`src/rtl/chunk_cmd_settings.svh`:
```
/*
 * Size settings for the chunk command slave.
 * Include in any file that needs link, word or register bank widths.
 */
`ifndef CHUNK_CMD_SETTINGS_SVH
`define CHUNK_CMD_SETTINGS_SVH

// Link chunk width
`define CHUNK_CMD_LINK_W 4
// Command and response word width
`define CHUNK_CMD_WORD_W 16
// Chunks per word, most significant first on the link
`define CHUNK_CMD_CHUNKS 4
// Register bank
`define CHUNK_CMD_REG_COUNT 16
`define CHUNK_CMD_DATA_W 8

`endif

```
`src/rtl/chunk_cmd_pkg.sv`:
```
/*
 * Types shared by the chunk command slave and its testbench.
 * Refer to them as chunk_cmd_pkg::name.
 */
`include "chunk_cmd_settings.svh"

package chunk_cmd_pkg;

	// Width of opcode, address, tag and status fields
	localparam int FIELD_W = (`CHUNK_CMD_WORD_W - `CHUNK_CMD_DATA_W) / 2;

	typedef enum logic [FIELD_W-1:0] {
		NOP   = 0,
		WRITE = 1,
		READ  = 2,
		ADD   = 3,
		XOR   = 4
	} opcode_t;

	typedef enum logic [FIELD_W-1:0] {
		OK         = 0,
		BAD_OPCODE = 1
	} status_t;

	// Opcode kept raw here, legality is judged by the decoder
	typedef struct packed {
		logic [FIELD_W-1:0]           op;
		logic [FIELD_W-1:0]           addr;
		logic [`CHUNK_CMD_DATA_W-1:0] operand;
	} cmd_word_t;

	typedef struct packed {
		logic [FIELD_W-1:0]           tag;
		status_t                      status;
		logic [`CHUNK_CMD_DATA_W-1:0] data;
	} rsp_word_t;

endpackage

```
`src/rtl/chunk_shifter.sv`:
```
/*
 * Word-wide shift register moving one link chunk per step.
 * Load takes a whole word, shift moves left and enters a chunk at the bottom.
 * Serves both the command and the response word through word_t.
 */
`timescale 1ns/1ps
`include "chunk_cmd_settings.svh"

module chunk_shifter #(
	parameter type word_t = logic [`CHUNK_CMD_WORD_W-1:0]
) (
	input  logic                         rvx_port_7,
	input  logic                         rvx_port_1,
	input  logic                         load,
	input  word_t                        load_word,
	input  logic                         shift,
	input  logic [`CHUNK_CMD_LINK_W-1:0] shift_chunk,
	output word_t                        word,
	output logic [`CHUNK_CMD_LINK_W-1:0] top_chunk
);

	localparam int WORD_BITS = $bits(word_t);

	always_ff @(posedge rvx_port_7 or negedge rvx_port_1)
	begin
		if (!rvx_port_1)
		begin
			word <= '0;
		end
		else if (load)
		begin
			word <= load_word;
		end
		else if (shift)
		begin
			// Oldest chunk leaves at the top
			word <= word_t'({word[WORD_BITS-`CHUNK_CMD_LINK_W-1:0], shift_chunk});
		end
	end

	assign top_chunk = word[WORD_BITS-1 -: `CHUNK_CMD_LINK_W];

endmodule

```
`src/rtl/chunk_exchange.sv`:
```
/*
 * Link-side controller of the command slave.
 * Gathers four inbound chunks into a command word, offers it inward,
 * waits for the response word and sends it back chunk by chunk.
 * Only one command is handled at a time.
 */
`timescale 1ns/1ps
`include "chunk_cmd_settings.svh"

module chunk_exchange (
	input  logic                         rvx_port_7,
	input  logic                         rvx_port_1,
	input  logic [`CHUNK_CMD_LINK_W-1:0] in_chunk,
	input  logic                         in_valid,
	output logic                         in_ready,
	output logic [`CHUNK_CMD_LINK_W-1:0] out_chunk,
	output logic                         out_valid,
	input  logic                         out_ready,
	output chunk_cmd_pkg::cmd_word_t     cmd_word,
	output logic                         cmd_valid,
	input  logic                         cmd_ready,
	input  chunk_cmd_pkg::rsp_word_t     rsp_word,
	input  logic                         rsp_valid,
	output logic                         rsp_ready
);

	localparam int COUNT_W = $clog2(`CHUNK_CMD_CHUNKS);

	typedef enum logic [2:0] {
		IDLE,
		RECEIVE,
		OFFER,
		AWAIT,
		SEND
	} state_t;

	state_t state;
	logic [COUNT_W-1:0] count;

	logic in_fire;
	logic out_fire;
	logic rsp_fire;
	logic last_count;
	logic in_last;
	logic out_last;

	// ******************************
	// Handshakes and chunk counting
	// ******************************

	assign in_ready  = (state == IDLE) || (state == RECEIVE);
	assign cmd_valid = (state == OFFER);
	assign rsp_ready = (state == AWAIT);
	assign out_valid = (state == SEND);

	assign in_fire  = in_valid && in_ready;
	assign out_fire = out_valid && out_ready;
	assign rsp_fire = rsp_valid && rsp_ready;

	assign last_count = (count == COUNT_W'(`CHUNK_CMD_CHUNKS - 1));
	assign in_last    = in_fire && last_count;
	assign out_last   = out_fire && last_count;

	// Shared by both directions, they never overlap
	always_ff @(posedge rvx_port_7 or negedge rvx_port_1)
	begin
		if (!rvx_port_1)
		begin
			count <= '0;
		end
		else if (in_last || out_last)
		begin
			count <= '0;
		end
		else if (in_fire || out_fire)
		begin
			count <= count + 1'b1;
		end
	end

	// ******************************
	// State machine
	// ******************************

	always_ff @(posedge rvx_port_7 or negedge rvx_port_1)
	begin
		if (!rvx_port_1)
		begin
			state <= IDLE;
		end
		else
		begin
			case (state)
				IDLE, RECEIVE:
				begin
					if (in_last)
						state <= OFFER;
					else if (in_fire)
						state <= RECEIVE;
				end
				OFFER:
				begin
					if (cmd_ready)
						state <= AWAIT;
				end
				AWAIT:
				begin
					if (rsp_fire)
						state <= SEND;
				end
				SEND:
				begin
					if (out_last)
						state <= IDLE;
				end
				default:
				begin
					state <= IDLE;
				end
			endcase
		end
	end

	// ******************************
	// Word shifters
	// ******************************

	// Command chunks enter at the bottom, first chunk ends on top
	chunk_shifter #(
		.word_t(chunk_cmd_pkg::cmd_word_t)
	) cmd_shifter_inst (
		.rvx_port_7 (rvx_port_7),
		.rvx_port_1 (rvx_port_1),
		.load       (1'b0),
		.load_word  ('0),
		.shift      (in_fire),
		.shift_chunk(in_chunk),
		.word       (cmd_word),
		.top_chunk  ()
	);

	// Bottom filler never reaches the link
	chunk_shifter #(
		.word_t(chunk_cmd_pkg::rsp_word_t)
	) rsp_shifter_inst (
		.rvx_port_7 (rvx_port_7),
		.rvx_port_1 (rvx_port_1),
		.load       (rsp_fire),
		.load_word  (rsp_word),
		.shift      (out_fire),
		.shift_chunk('0),
		.word       (),
		.top_chunk  (out_chunk)
	);

endmodule

```
`src/rtl/cmd_decode.sv`:
```
/*
 * Decode stage of the command pipeline.
 * Splits the command word into opcode, address and operand, one register
 * stage deep, and marks opcodes outside the known set as bad.
 */
`timescale 1ns/1ps
`include "chunk_cmd_settings.svh"

module cmd_decode (
	input  logic                                     rvx_port_7,
	input  logic                                     rvx_port_1,
	input  chunk_cmd_pkg::cmd_word_t                 cmd_word,
	input  logic                                     cmd_valid,
	output logic                                     cmd_ready,
	output chunk_cmd_pkg::opcode_t                   dec_op,
	output logic [chunk_cmd_pkg::FIELD_W-1:0]        dec_addr,
	output logic [`CHUNK_CMD_DATA_W-1:0]             dec_operand,
	output logic                                     dec_bad,
	output logic                                     dec_valid,
	input  logic                                     dec_ready
);

	logic op_bad;

	assign cmd_ready = !dec_valid || dec_ready;

	always_comb
	begin
		case (cmd_word.op)
			chunk_cmd_pkg::NOP,
			chunk_cmd_pkg::WRITE,
			chunk_cmd_pkg::READ,
			chunk_cmd_pkg::ADD,
			chunk_cmd_pkg::XOR:
				op_bad = 1'b0;
			default:
				op_bad = 1'b1;
		endcase
	end

	always_ff @(posedge rvx_port_7 or negedge rvx_port_1)
	begin
		if (!rvx_port_1)
			dec_valid <= 1'b0;
		else if (cmd_ready)
			dec_valid <= cmd_valid;
	end

	// Fields
	always_ff @(posedge rvx_port_7)
	begin
		if (cmd_valid && cmd_ready)
		begin
			dec_op      <= chunk_cmd_pkg::opcode_t'(cmd_word.op);
			dec_addr    <= cmd_word.addr;
			dec_operand <= cmd_word.operand;
			dec_bad     <= op_bad;
		end
	end

endmodule

```
`src/rtl/reg_execute.sv`:
```
/*
 * Execute stage holding the sixteen-entry register bank.
 * Performs write, read, add and xor on decoded commands and registers
 * the status and result data for the response stage.
 */
`timescale 1ns/1ps
`include "chunk_cmd_settings.svh"

module reg_execute (
	input  logic                                     rvx_port_7,
	input  logic                                     rvx_port_1,
	input  chunk_cmd_pkg::opcode_t                   dec_op,
	input  logic [chunk_cmd_pkg::FIELD_W-1:0]        dec_addr,
	input  logic [`CHUNK_CMD_DATA_W-1:0]             dec_operand,
	input  logic                                     dec_bad,
	input  logic                                     dec_valid,
	output logic                                     dec_ready,
	output chunk_cmd_pkg::status_t                   exe_status,
	output logic [`CHUNK_CMD_DATA_W-1:0]             exe_data,
	output logic                                     exe_valid,
	input  logic                                     exe_ready
);

	logic [`CHUNK_CMD_DATA_W-1:0] bank [`CHUNK_CMD_REG_COUNT];

	logic                         dec_fire;
	logic [`CHUNK_CMD_DATA_W-1:0] cur_value;
	logic [`CHUNK_CMD_DATA_W-1:0] new_value;
	logic                         bank_we;
	chunk_cmd_pkg::status_t       new_status;

	assign dec_ready = !exe_valid || exe_ready;
	assign dec_fire  = dec_valid && dec_ready;
	assign cur_value = bank[dec_addr];

	// ******************************
	// Command effect
	// ******************************

	always_comb
	begin
		new_value  = '0;
		bank_we    = 1'b0;
		new_status = chunk_cmd_pkg::OK;
		if (dec_bad)
		begin
			new_status = chunk_cmd_pkg::BAD_OPCODE;
		end
		else
		begin
			case (dec_op)
				chunk_cmd_pkg::WRITE:
				begin
					new_value = dec_operand;
					bank_we   = 1'b1;
				end
				chunk_cmd_pkg::READ:
				begin
					new_value = cur_value;
				end
				chunk_cmd_pkg::ADD:
				begin
					// Wraps at the data width
					new_value = cur_value + dec_operand;
					bank_we   = 1'b1;
				end
				chunk_cmd_pkg::XOR:
				begin
					new_value = cur_value ^ dec_operand;
					bank_we   = 1'b1;
				end
				default:
				begin
					new_value = '0;
				end
			endcase
		end
	end

	always_ff @(posedge rvx_port_7 or negedge rvx_port_1)
	begin
		if (!rvx_port_1)
		begin
			for (int i = 0; i < `CHUNK_CMD_REG_COUNT; i++)
				bank[i] <= '0;
			exe_valid <= 1'b0;
		end
		else
		begin
			if (dec_fire && bank_we)
				bank[dec_addr] <= new_value;
			if (dec_ready)
				exe_valid <= dec_valid;
		end
	end

	always_ff @(posedge rvx_port_7)
	begin
		if (dec_fire)
		begin
			exe_status <= new_status;
			exe_data   <= new_value;
		end
	end

endmodule

```
`src/rtl/rsp_format.sv`:
```
/*
 * Result stage that packs status and data into a response word.
 * Each response carries a 4-bit sequence tag, advanced per sent response.
 */
`timescale 1ns/1ps
`include "chunk_cmd_settings.svh"

module rsp_format (
	input  logic                         rvx_port_7,
	input  logic                         rvx_port_1,
	input  chunk_cmd_pkg::status_t       exe_status,
	input  logic [`CHUNK_CMD_DATA_W-1:0] exe_data,
	input  logic                         exe_valid,
	output logic                         exe_ready,
	output chunk_cmd_pkg::rsp_word_t     rsp_word,
	output logic                         rsp_valid,
	input  logic                         rsp_ready
);

	logic [chunk_cmd_pkg::FIELD_W-1:0] tag;
	logic [chunk_cmd_pkg::FIELD_W-1:0] load_tag;
	logic                              rsp_fire;

	assign exe_ready = !rsp_valid || rsp_ready;
	assign rsp_fire  = rsp_valid && rsp_ready;
	// Tag as it stands once the pending response has left
	assign load_tag  = rsp_fire ? tag + 1'b1 : tag;

	always_ff @(posedge rvx_port_7 or negedge rvx_port_1)
	begin
		if (!rvx_port_1)
		begin
			tag       <= '0;
			rsp_valid <= 1'b0;
		end
		else
		begin
			if (rsp_fire)
				tag <= tag + 1'b1;
			if (exe_ready)
				rsp_valid <= exe_valid;
		end
	end

	always_ff @(posedge rvx_port_7)
	begin
		if (exe_valid && exe_ready)
			rsp_word <= {load_tag, exe_status, exe_data};
	end

endmodule

```
`src/rtl/chunk_cmd_top.sv`:
```
/*
 * Top level of the chunk command slave.
 * Link exchanger followed by decode, execute and result stages.
 */
`timescale 1ns/1ps
`include "chunk_cmd_settings.svh"

module chunk_cmd_top (
	input  logic                         rvx_port_7,
	input  logic                         rvx_port_1,
	input  logic [`CHUNK_CMD_LINK_W-1:0] in_chunk,
	input  logic                         in_valid,
	output logic                         in_ready,
	output logic [`CHUNK_CMD_LINK_W-1:0] out_chunk,
	output logic                         out_valid,
	input  logic                         out_ready
);

	chunk_cmd_pkg::cmd_word_t          cmd_word;
	logic                              cmd_valid;
	logic                              cmd_ready;
	chunk_cmd_pkg::opcode_t            dec_op;
	logic [chunk_cmd_pkg::FIELD_W-1:0] dec_addr;
	logic [`CHUNK_CMD_DATA_W-1:0]      dec_operand;
	logic                              dec_bad;
	logic                              dec_valid;
	logic                              dec_ready;
	chunk_cmd_pkg::status_t            exe_status;
	logic [`CHUNK_CMD_DATA_W-1:0]      exe_data;
	logic                              exe_valid;
	logic                              exe_ready;
	chunk_cmd_pkg::rsp_word_t          rsp_word;
	logic                              rsp_valid;
	logic                              rsp_ready;

	chunk_exchange chunk_exchange_inst (
		.rvx_port_7(rvx_port_7),
		.rvx_port_1(rvx_port_1),
		.in_chunk  (in_chunk),
		.in_valid  (in_valid),
		.in_ready  (in_ready),
		.out_chunk (out_chunk),
		.out_valid (out_valid),
		.out_ready (out_ready),
		.cmd_word  (cmd_word),
		.cmd_valid (cmd_valid),
		.cmd_ready (cmd_ready),
		.rsp_word  (rsp_word),
		.rsp_valid (rsp_valid),
		.rsp_ready (rsp_ready)
	);

	// ******************************
	// Inner pipeline
	// ******************************

	cmd_decode cmd_decode_inst (
		.rvx_port_7 (rvx_port_7),
		.rvx_port_1 (rvx_port_1),
		.cmd_word   (cmd_word),
		.cmd_valid  (cmd_valid),
		.cmd_ready  (cmd_ready),
		.dec_op     (dec_op),
		.dec_addr   (dec_addr),
		.dec_operand(dec_operand),
		.dec_bad    (dec_bad),
		.dec_valid  (dec_valid),
		.dec_ready  (dec_ready)
	);

	reg_execute reg_execute_inst (
		.rvx_port_7 (rvx_port_7),
		.rvx_port_1 (rvx_port_1),
		.dec_op     (dec_op),
		.dec_addr   (dec_addr),
		.dec_operand(dec_operand),
		.dec_bad    (dec_bad),
		.dec_valid  (dec_valid),
		.dec_ready  (dec_ready),
		.exe_status (exe_status),
		.exe_data   (exe_data),
		.exe_valid  (exe_valid),
		.exe_ready  (exe_ready)
	);

	rsp_format rsp_format_inst (
		.rvx_port_7(rvx_port_7),
		.rvx_port_1(rvx_port_1),
		.exe_status(exe_status),
		.exe_data  (exe_data),
		.exe_valid (exe_valid),
		.exe_ready (exe_ready),
		.rsp_word  (rsp_word),
		.rsp_valid (rsp_valid),
		.rsp_ready (rsp_ready)
	);

endmodule

```
`config.mk`:
```
export PLATFORM = sky130hd
export DESIGN_NAME = chunk_cmd_top
export DESIGN_NICKNAME = d
export VERILOG_FILES = /design/src/rtl/chunk_cmd_pkg.sv /design/src/rtl/chunk_shifter.sv /design/src/rtl/chunk_exchange.sv /design/src/rtl/cmd_decode.sv /design/src/rtl/reg_execute.sv /design/src/rtl/rsp_format.sv /design/src/rtl/chunk_cmd_top.sv
export VERILOG_INCLUDE_DIRS = /design/src /design/src/rtl
export SDC_FILE = /design/constraint.sdc
export NUM_CORES = 1
export LEC_CHECK = 0
export BUFFER_PORTS_ARGS = -buffer_cell sky130_fd_sc_hd__buf_4
export CORE_ASPECT_RATIO = 0.5
export CORE_MARGIN = 3
export CORE_UTILIZATION = 60
export CTS_CLUSTER_DIAMETER = 40
export DETAILED_ROUTE_END_ITERATION = 10
export PLACE_DENSITY = 0.86
export REMOVE_ABC_BUFFERS = 1
export SKIP_CTS_REPAIR_TIMING = 1
export SLEW_MARGIN = 15
export SYNTH_ARGS = -nofsm -noshare
export SYNTH_HDL_FRONTEND = slang
export SYNTH_SLANG_ARGS = --single-unit
```
`constraint.sdc`:
```
create_clock -name rvx_port_7 -period 4.5 [get_ports rvx_port_7]
set_input_delay 0.9 -clock rvx_port_7 [delete_from_list [all_inputs] [get_ports rvx_port_7]]
set_output_delay 0.9 -clock rvx_port_7 [all_outputs]
set_load 0.01 [all_outputs]
```
# ---- Word level (Yosys, flattened, before mapping)
# Cells that the tools add are included.
# W data, S select, Z words.
dict set report word_totals {
  word_cells 111
  register_bits 217
  in_bits 8
  out_inout_bits 6
}
dict set report op_classes {
  n_bitwise 2
  add_sub_neg 3
  reduce_logical 27
  n_lt_le_gt_ge 2
  eq_ne 17
  mux 23
}
# cell n
set op_table {}
lappend op_table {{$bwmux W128} 1}
lappend op_table {{$bmux W8 S4} 1}
lappend op_table {{$demux W8 S4} 1}
lappend op_table {{$mux W16} 2}
lappend op_table {{$mux W8} 4}
lappend op_table {{$pmux W8 S4} 1}
lappend op_table {{$eq A4 B2 Y1 const B} 4}
lappend op_table {{$mux W3} 5}
lappend op_table {{$pmux W3 S4} 1}
lappend op_table {{$logic_and A1 B1 Y1} 10}
lappend op_table {{$add A8 B8 Y8} 1}
lappend op_table {{$eq A4 B1 Y1 const B} 2}
lappend op_table {{$eq A4 B3 Y1 const B} 2}
lappend op_table {{$xor A8 B8 Y8} 1}
lappend op_table {{$eq A3 B2 Y1 const B} 2}
lappend op_table {{$logic_or A1 B1 Y1} 6}
lappend op_table {{$ne A2 B2 Y1 const B} 3}
lappend op_table {{$ge A5 B5 Y1 const B} 1}
lappend op_table {{$lt A5 B1 Y1 const B} 1}
lappend op_table {{$not A4 Y5} 1}
lappend op_table {{$reduce_or A5 Y1} 1}
lappend op_table {{$add A4 B1 Y4 const B} 1}
lappend op_table {{$logic_not A4 Y1} 1}
lappend op_table {{$mux W1} 4}
lappend op_table {{13 further kinds} 17}

# ---- Longest topological paths before layout
dict set report depth {
  ltp_word 8
  ltp_mapped 13
  mapped_depth_nobuf 10
}

# ---- By module
# Synthesis repeated with hierarchy kept, for this count alone.
dict set report hier_totals {
  cells_unflattened 811
  hier_area_um2 9676.8
}
# mod seq_area_each_um2 area_per_inst_um2 n_inst cells_per_inst
set by_module_without_submodules {}
lappend by_module_without_submodules {reg_execute 3498.4 6560.0 1 579}
lappend by_module_without_submodules {chunk_shifter 400.4 775.7 2 73}
lappend by_module_without_submodules {rsp_format 605.6 691.9 1 33}
lappend by_module_without_submodules {cmd_decode 535.5 575.6 1 23}
lappend by_module_without_submodules {chunk_exchange 125.1 297.8 1 30}

# ---- Least setup slack after synthesis
# OpenSTA, ideal clock, no wires.
dict set report synth_path {
  path_kind {register to register}
  from {register cmd_decode_inst.dec_addr[0] in the netlist's numbering}
  to {register reg_execute_inst.exe_data[5], data pin}
  synth_period_minus_slack_ps 3562
  n_path_buf 2
  required_ps 4246
  stages_incl_launch_ff 12
  setup_ps 254
  arrival_time_ps 3308
  path_slack_ps 938
  path_cell_list {edfxtp_1 > buf_2 > mux4_2 > mux4_2 > ha_1 > and2_1 > a221oi_1 > nand2_1 > xnor2_1 > a221oi_4 > buf_4 > nor2_1}
}
dict set report synth_between {
  elab_chain_cells 7
  elab_cells_between_ends 8
  classes_between {add/sub: 1; mux: 5; bitwise: 2}
}
# item line
set synth_lines {}
lappend synth_lines {{from (decl)} cmd_decode.sv:16} ;# output logic [chunk_cmd_pkg::FIELD_W-1:0] dec_addr,
lappend synth_lines {{from (signal assigned)} cmd_decode.sv:55} ;# dec_addr <= cmd_word.addr;
lappend synth_lines {{$not A4 Y5 (not written as such) (*)} reg_execute.sv:34} ;# assign cur_value = bank[dec_addr];
lappend synth_lines {{$bmux W8 S4 (*)} reg_execute.sv:34}
lappend synth_lines {{$mux W8 (not written as such) (*) (2 in series)} reg_execute.sv:34}
lappend synth_lines {{$add A8 B8 Y8 or $xor A8 B8 Y8 (tied branches)} {reg_execute.sv:64, reg_execute.sv:69}}
lappend synth_lines {{$pmux W8 S4 (*)} reg_execute.sv:51} ;# case (dec_op)
lappend synth_lines {{$mux W8 (*)} reg_execute.sv:45} ;# if (dec_bad)
lappend synth_lines {{named net reg_execute_inst.new_value[5]} reg_execute.sv:28} ;# logic [`CHUNK_CMD_DATA_W-1:0] new_value;
lappend synth_lines {{to (signal assigned)} reg_execute.sv:102} ;# exe_data <= new_value;
lappend synth_lines {{to (decl)} reg_execute.sv:19} ;# output logic [`CHUNK_CMD_DATA_W-1:0] exe_data,
# The timed path passes the listed nets; every way through them passes the cells marked *. The select of a mux whose other input is x is not followed.
# A chain may end at the register's enable or synchronous reset.

# ---- Final worst setup path
dict set report layout_path {
  from {register cmd_decode_inst.dec_addr[0] in the netlist's numbering}
  to {register reg_execute_inst.bank[5] in the netlist's numbering}
}
dict set report layout_between {
  elab_chain_cells 8
  elab_cells_between_ends 14
  classes_between {add/sub: 1; order compare: 2; mux: 8; bitwise: 2; reduce/logical: 1}
}
# item line
set layout_lines {}
lappend layout_lines {{$not A4 Y5 (not written as such) (*)} {reg_execute.sv:34, reg_execute.sv:91}}
lappend layout_lines {{$bmux W8 S4} reg_execute.sv:34}
lappend layout_lines {{$mux W8 (not written as such) (2 in series)} reg_execute.sv:34}
lappend layout_lines {{$add A8 B8 Y8 or $xor A8 B8 Y8 (tied branches)} {reg_execute.sv:64, reg_execute.sv:69}}
lappend layout_lines {{$pmux W8 S4} reg_execute.sv:51}
lappend layout_lines {{$mux W8} reg_execute.sv:45}
lappend layout_lines {{$bwmux W128 (*)} reg_execute.sv:91} ;# bank[dec_addr] <= new_value;
lappend layout_lines {{to (signal, indexed assignment)} reg_execute.sv:91}
lappend layout_lines {{to (decl)} reg_execute.sv:24} ;# logic [`CHUNK_CMD_DATA_W-1:0] bank [`CHUNK_CMD_REG_COUNT];
# Mark *: on every way between the ends. The rest lies on a longest branch, timed or not. The select of a mux whose other input is x is not followed.

==> impl_metrics.py <==
metrics = {
    "critical_path": {
        "cpPeakStageDelay_ns": 0.65,
        "crit_chain": "buf_12 > mux4_2 > mux4_2 > ha_1 > and2_1 > a221oi_1 > nand2_1 > xnor2_1 > a221oi_4 > o21ai_0",
        "crit_path_top_delay_cell": "a221oi_4",
        "cp-startpoint": "cmd_decode_inst.dec_addr[0]",
        "reg2reg_from": "cmd_decode_inst.dec_addr[0]",
        "critPathRequiredTime_ns": 4.82,
        "end_kind": "flop",
        "crit_fanout": 31,
        "cpMostUsedCell": "mux4_2",
        "critical_path_arrival_ns": 4.35,
        "worstSetupStartpointType": "flop",
        "path_class": "reg2reg",
    },
    "floorplanning": {
        "die_y_um": 94.59,
        "io_pins": 14,
        "start_util_pct": 63.22,
        "coreArea_um2": 14890,
        "fp.dieArea_um2": 17320,
        "die_x_um": 183.2,
        "rows": 31,
    },
    "clocking": {
        "clkSinkCount": 211,
        "insertion_delay_ns": 0.48,
        "cts-root-buf": "clkbuf_16",
        "cts_max_level": 1,
        "cts_tree": "built",
        "cts_buffers": 19,
        "ctsLongestPathBuffers": 3,
        "path_clk_slew_ns": 0.06,
    },
    "synthesis": {
        "ys_seq_area_share_pct": 58.15,
        "synthDominantAreaCellType": "dfrtp_1",
        "synth_top_area_share_pct": 45.71,
        "synthFlopType": "dfrtp_1",
        "synth_area_um2": 9417,
        "synth-edff-count": 39,
        "ys_ff_latch": 211,
        "synth_area_leaders": "dfrtp_1, edfxtp_1, mux4_2",
        "avgSynthCellArea_um2": 11.46,
        "ys_warn_count": 0,
        "postSynthCellCount": 822,
        "async_flop_share_pct": 81.52,
        "ys_types": 56,
    },
    "detailed_routing": {
        "firstDrtPassIters": 7,
        "totalWireLength_mm": 21.63,
        "wire_per_inst_um": 21.31,
        "vias": 6717,
        "drc": 0,
        "drtIter0Drc": 826,
        "dr_wl_met2_mm": 10.68,
        "route.top_layer_used": "met4",
        "vias_per_cell": 6.618,
        "drtAntennaViolNets": 0,
        "met1Wirelength_mm": 8.280,
        "met3WireLength_mm": 2.005,
    },
    "min_path": {
        "min_path_type": "reg2reg",
        "worstHoldStart": "reg_execute_inst.exe_data[0]",
    },
    "power_and_ir_drop": {
        "p_total_mw": 4.570,
        "p_leak_nw": 4.358,
        "power_density_nw_per_um2": 449.5,
        "ir_worst_vdd_mv": 0.2236,
    },
    "grt": {
        "grt_first_pass_wirelength_mm": 35.26,
        "grt_overflow": 0,
        "antenna_found_initial": 0,
        "grt_usage_pct": 26.01,
        "grt_max_degree": 95,
        "grt_pass1_vias": 6911,
    },
    "sta": {
        "skew_ns": 0.01251,
        "worst_slack_ns": 0.4707,
        "setup_viol": 0,
        "worstMarginPinSlew_ns": 0.9974,
        "final_hold_viol_count": 0,
        "clock.fmax_mhz": 248.2,
        "holdWs_ns": 0.4211,
        "fin_crit_sh_pct": 89.54,
        "finalMaxSlewViolations": 0,
        "timing.slew.headroom_pct": 32.57,
        "fin_tns_setup_ns": 0,
        "fin_crit_ns": 4.029,
        "rsz0062_at_grt": "false",
    },
    "place": {
        "hpwl_mm": 13.60,
        "dp_slack_ns": 0.5493,
        "port_buffers": 13,
        "place_congestion": 0.9946,
    },
    "job": {
        "max_cap_viol_count": 0,
    },
    "final_layout": {
        "syn_to_final_growth_pct": 7.959,
        "drive_above_1_share_pct": 14.08,
        "layout.nets": 824,
        "diodes": 0,
        "nFillCells": 986,
    },
    "run_status": {
        "status": "finished clean",
    },
}
[critical path, delay by kind of cell (launching register included)]
| family | cells | cell delay, ns |
|---|---|---|
| AOI/OAI and AO/OA | 3 | 1.26 |
| muxes | 2 | 1.11 |
| DFF | 1 | 0.40 |
| adders and majority gates | 1 | 0.34 |
| buffers and inverters | 1 | 0.28 |
| and+or+nand+nor | 2 | 0.28 |
| xor gates and xnor gates | 1 | 0.18 |
[cell families (layout without fill, tap and decap cells)]
| logic type | count (synthesis) | in the layout | share of synthesized area, % |
|---|---|---|---|
| AOI/OAI and AO/OA | 202 | 202 | 12.42 |
| adders and majority gates | 10 | 10 | 1.408 |
| DFF | 211 | 211 | 58.15 |
| muxes | 61 | 61 | 12.02 |
| buffers and inverters | 70 | 65 | 3.348 |
| xor gates and xnor gates | 6 | 6 | 0.6378 |
| and+or+nand+nor | 262 | 262 | 12.01 |
[Yosys cell counts (3+ instances only)]
cell      count
nand2_1     185
dfrtp_1     172
o21ai_0     102
mux4_2       40
a21oi_1      39
edfxtp_1     39
clkbuf_1     35
nor2_1       30
o21ai_1      21
mux2_2       17
inv_1        14
buf_2        12
a22oi_1      11
nand3_1      10
ha_1          9
buf_4         8
and2_1        6
a21o_1        5
a31oi_1       5
nor4_2        5
xnor2_1       5
mux2i_1       4
nand2b_1      4
nor2b_1       4
and3_1        3
nor3_1        3
[cell usage in the layout, fill, tap and decap left out, types with 15 or more instances in the layout]
| cell | count |
|---|---|
| dfrtp_1 | 172 |
| o21ai_1 | 21 |
| a21oi_1 | 39 |
| nand2_1 | 185 |
| mux4_2 | 40 |
| clkbuf_16 | 19 |
| edfxtp_1 | 39 |
| buf_4 | 15 |
| mux2_2 | 17 |
| o21ai_0 | 102 |
| nor2_1 | 30 |
[final timing paths]
kind                                                to  slack (ns)  depth (start not counted)
max                           reg_execute_inst.bank[5]        0.47                         10
min                        rsp_format_inst.rsp_word[0]        0.42                          0
max reg2reg                   reg_execute_inst.bank[5]        0.47                         10
min reg2reg                rsp_format_inst.rsp_word[0]        0.42                          0
max in group asynchronous   asynchronous set/reset pin        3.10                          2
min in group asynchronous    reg_execute_inst.bank[41]        0.44                          1
[per-layer routing]
metal	GRT usage, %	vias up
li1	-	2893
met1	33.51	3360
met2	44.21	395
met3	5.425	69
met4	10.45	0
met5	0	-
[report_power, final]
group          internal (mW)  switching, mW
clock network          0.833          0.682
logic                  0.280          0.361
registers               2.22          0.195
total                   3.33           1.24
[sequential cells by signal, summed over array words and instances, names as in the netlist, 8 cells and up]
signal                                     count
cmd_decode_inst.dec_operand                    8
rsp_format_inst.rsp_word                      13
chunk_exchange_inst.rsp_shifter_inst.word     12
reg_execute_inst.exe_data                      8
chunk_exchange_inst.cmd_shifter_inst.word     12
reg_execute_inst.bank                        128
[final cells by class]
cell class | count | area [µm²] | share of cell area, %
sequential | 211 | 5475 | 53.86
inverter | 14 | 52.55 | 0.5169
tap | 198 | 247.7 | 2.437
multi-input combinational | 541 | 3642 | 35.83
clock buffer | 28 | 539.3 | 5.305
clock inverter | 4 | 25.02 | 0.2462
timing repair buffer | 19 | 183.9 | 1.809
[stage by stage]
stage	utilization, %	instances	area [µm²]
floorplan	-	766	9154
global placement	64.40	983	9592
detailed placement	64.40	983	9592
CTS	68.19	1015	10160
global route	68.25	1015	10170
finish	68.25	1015	10170
No activity file was read; power rests on OpenSTA's default activity.
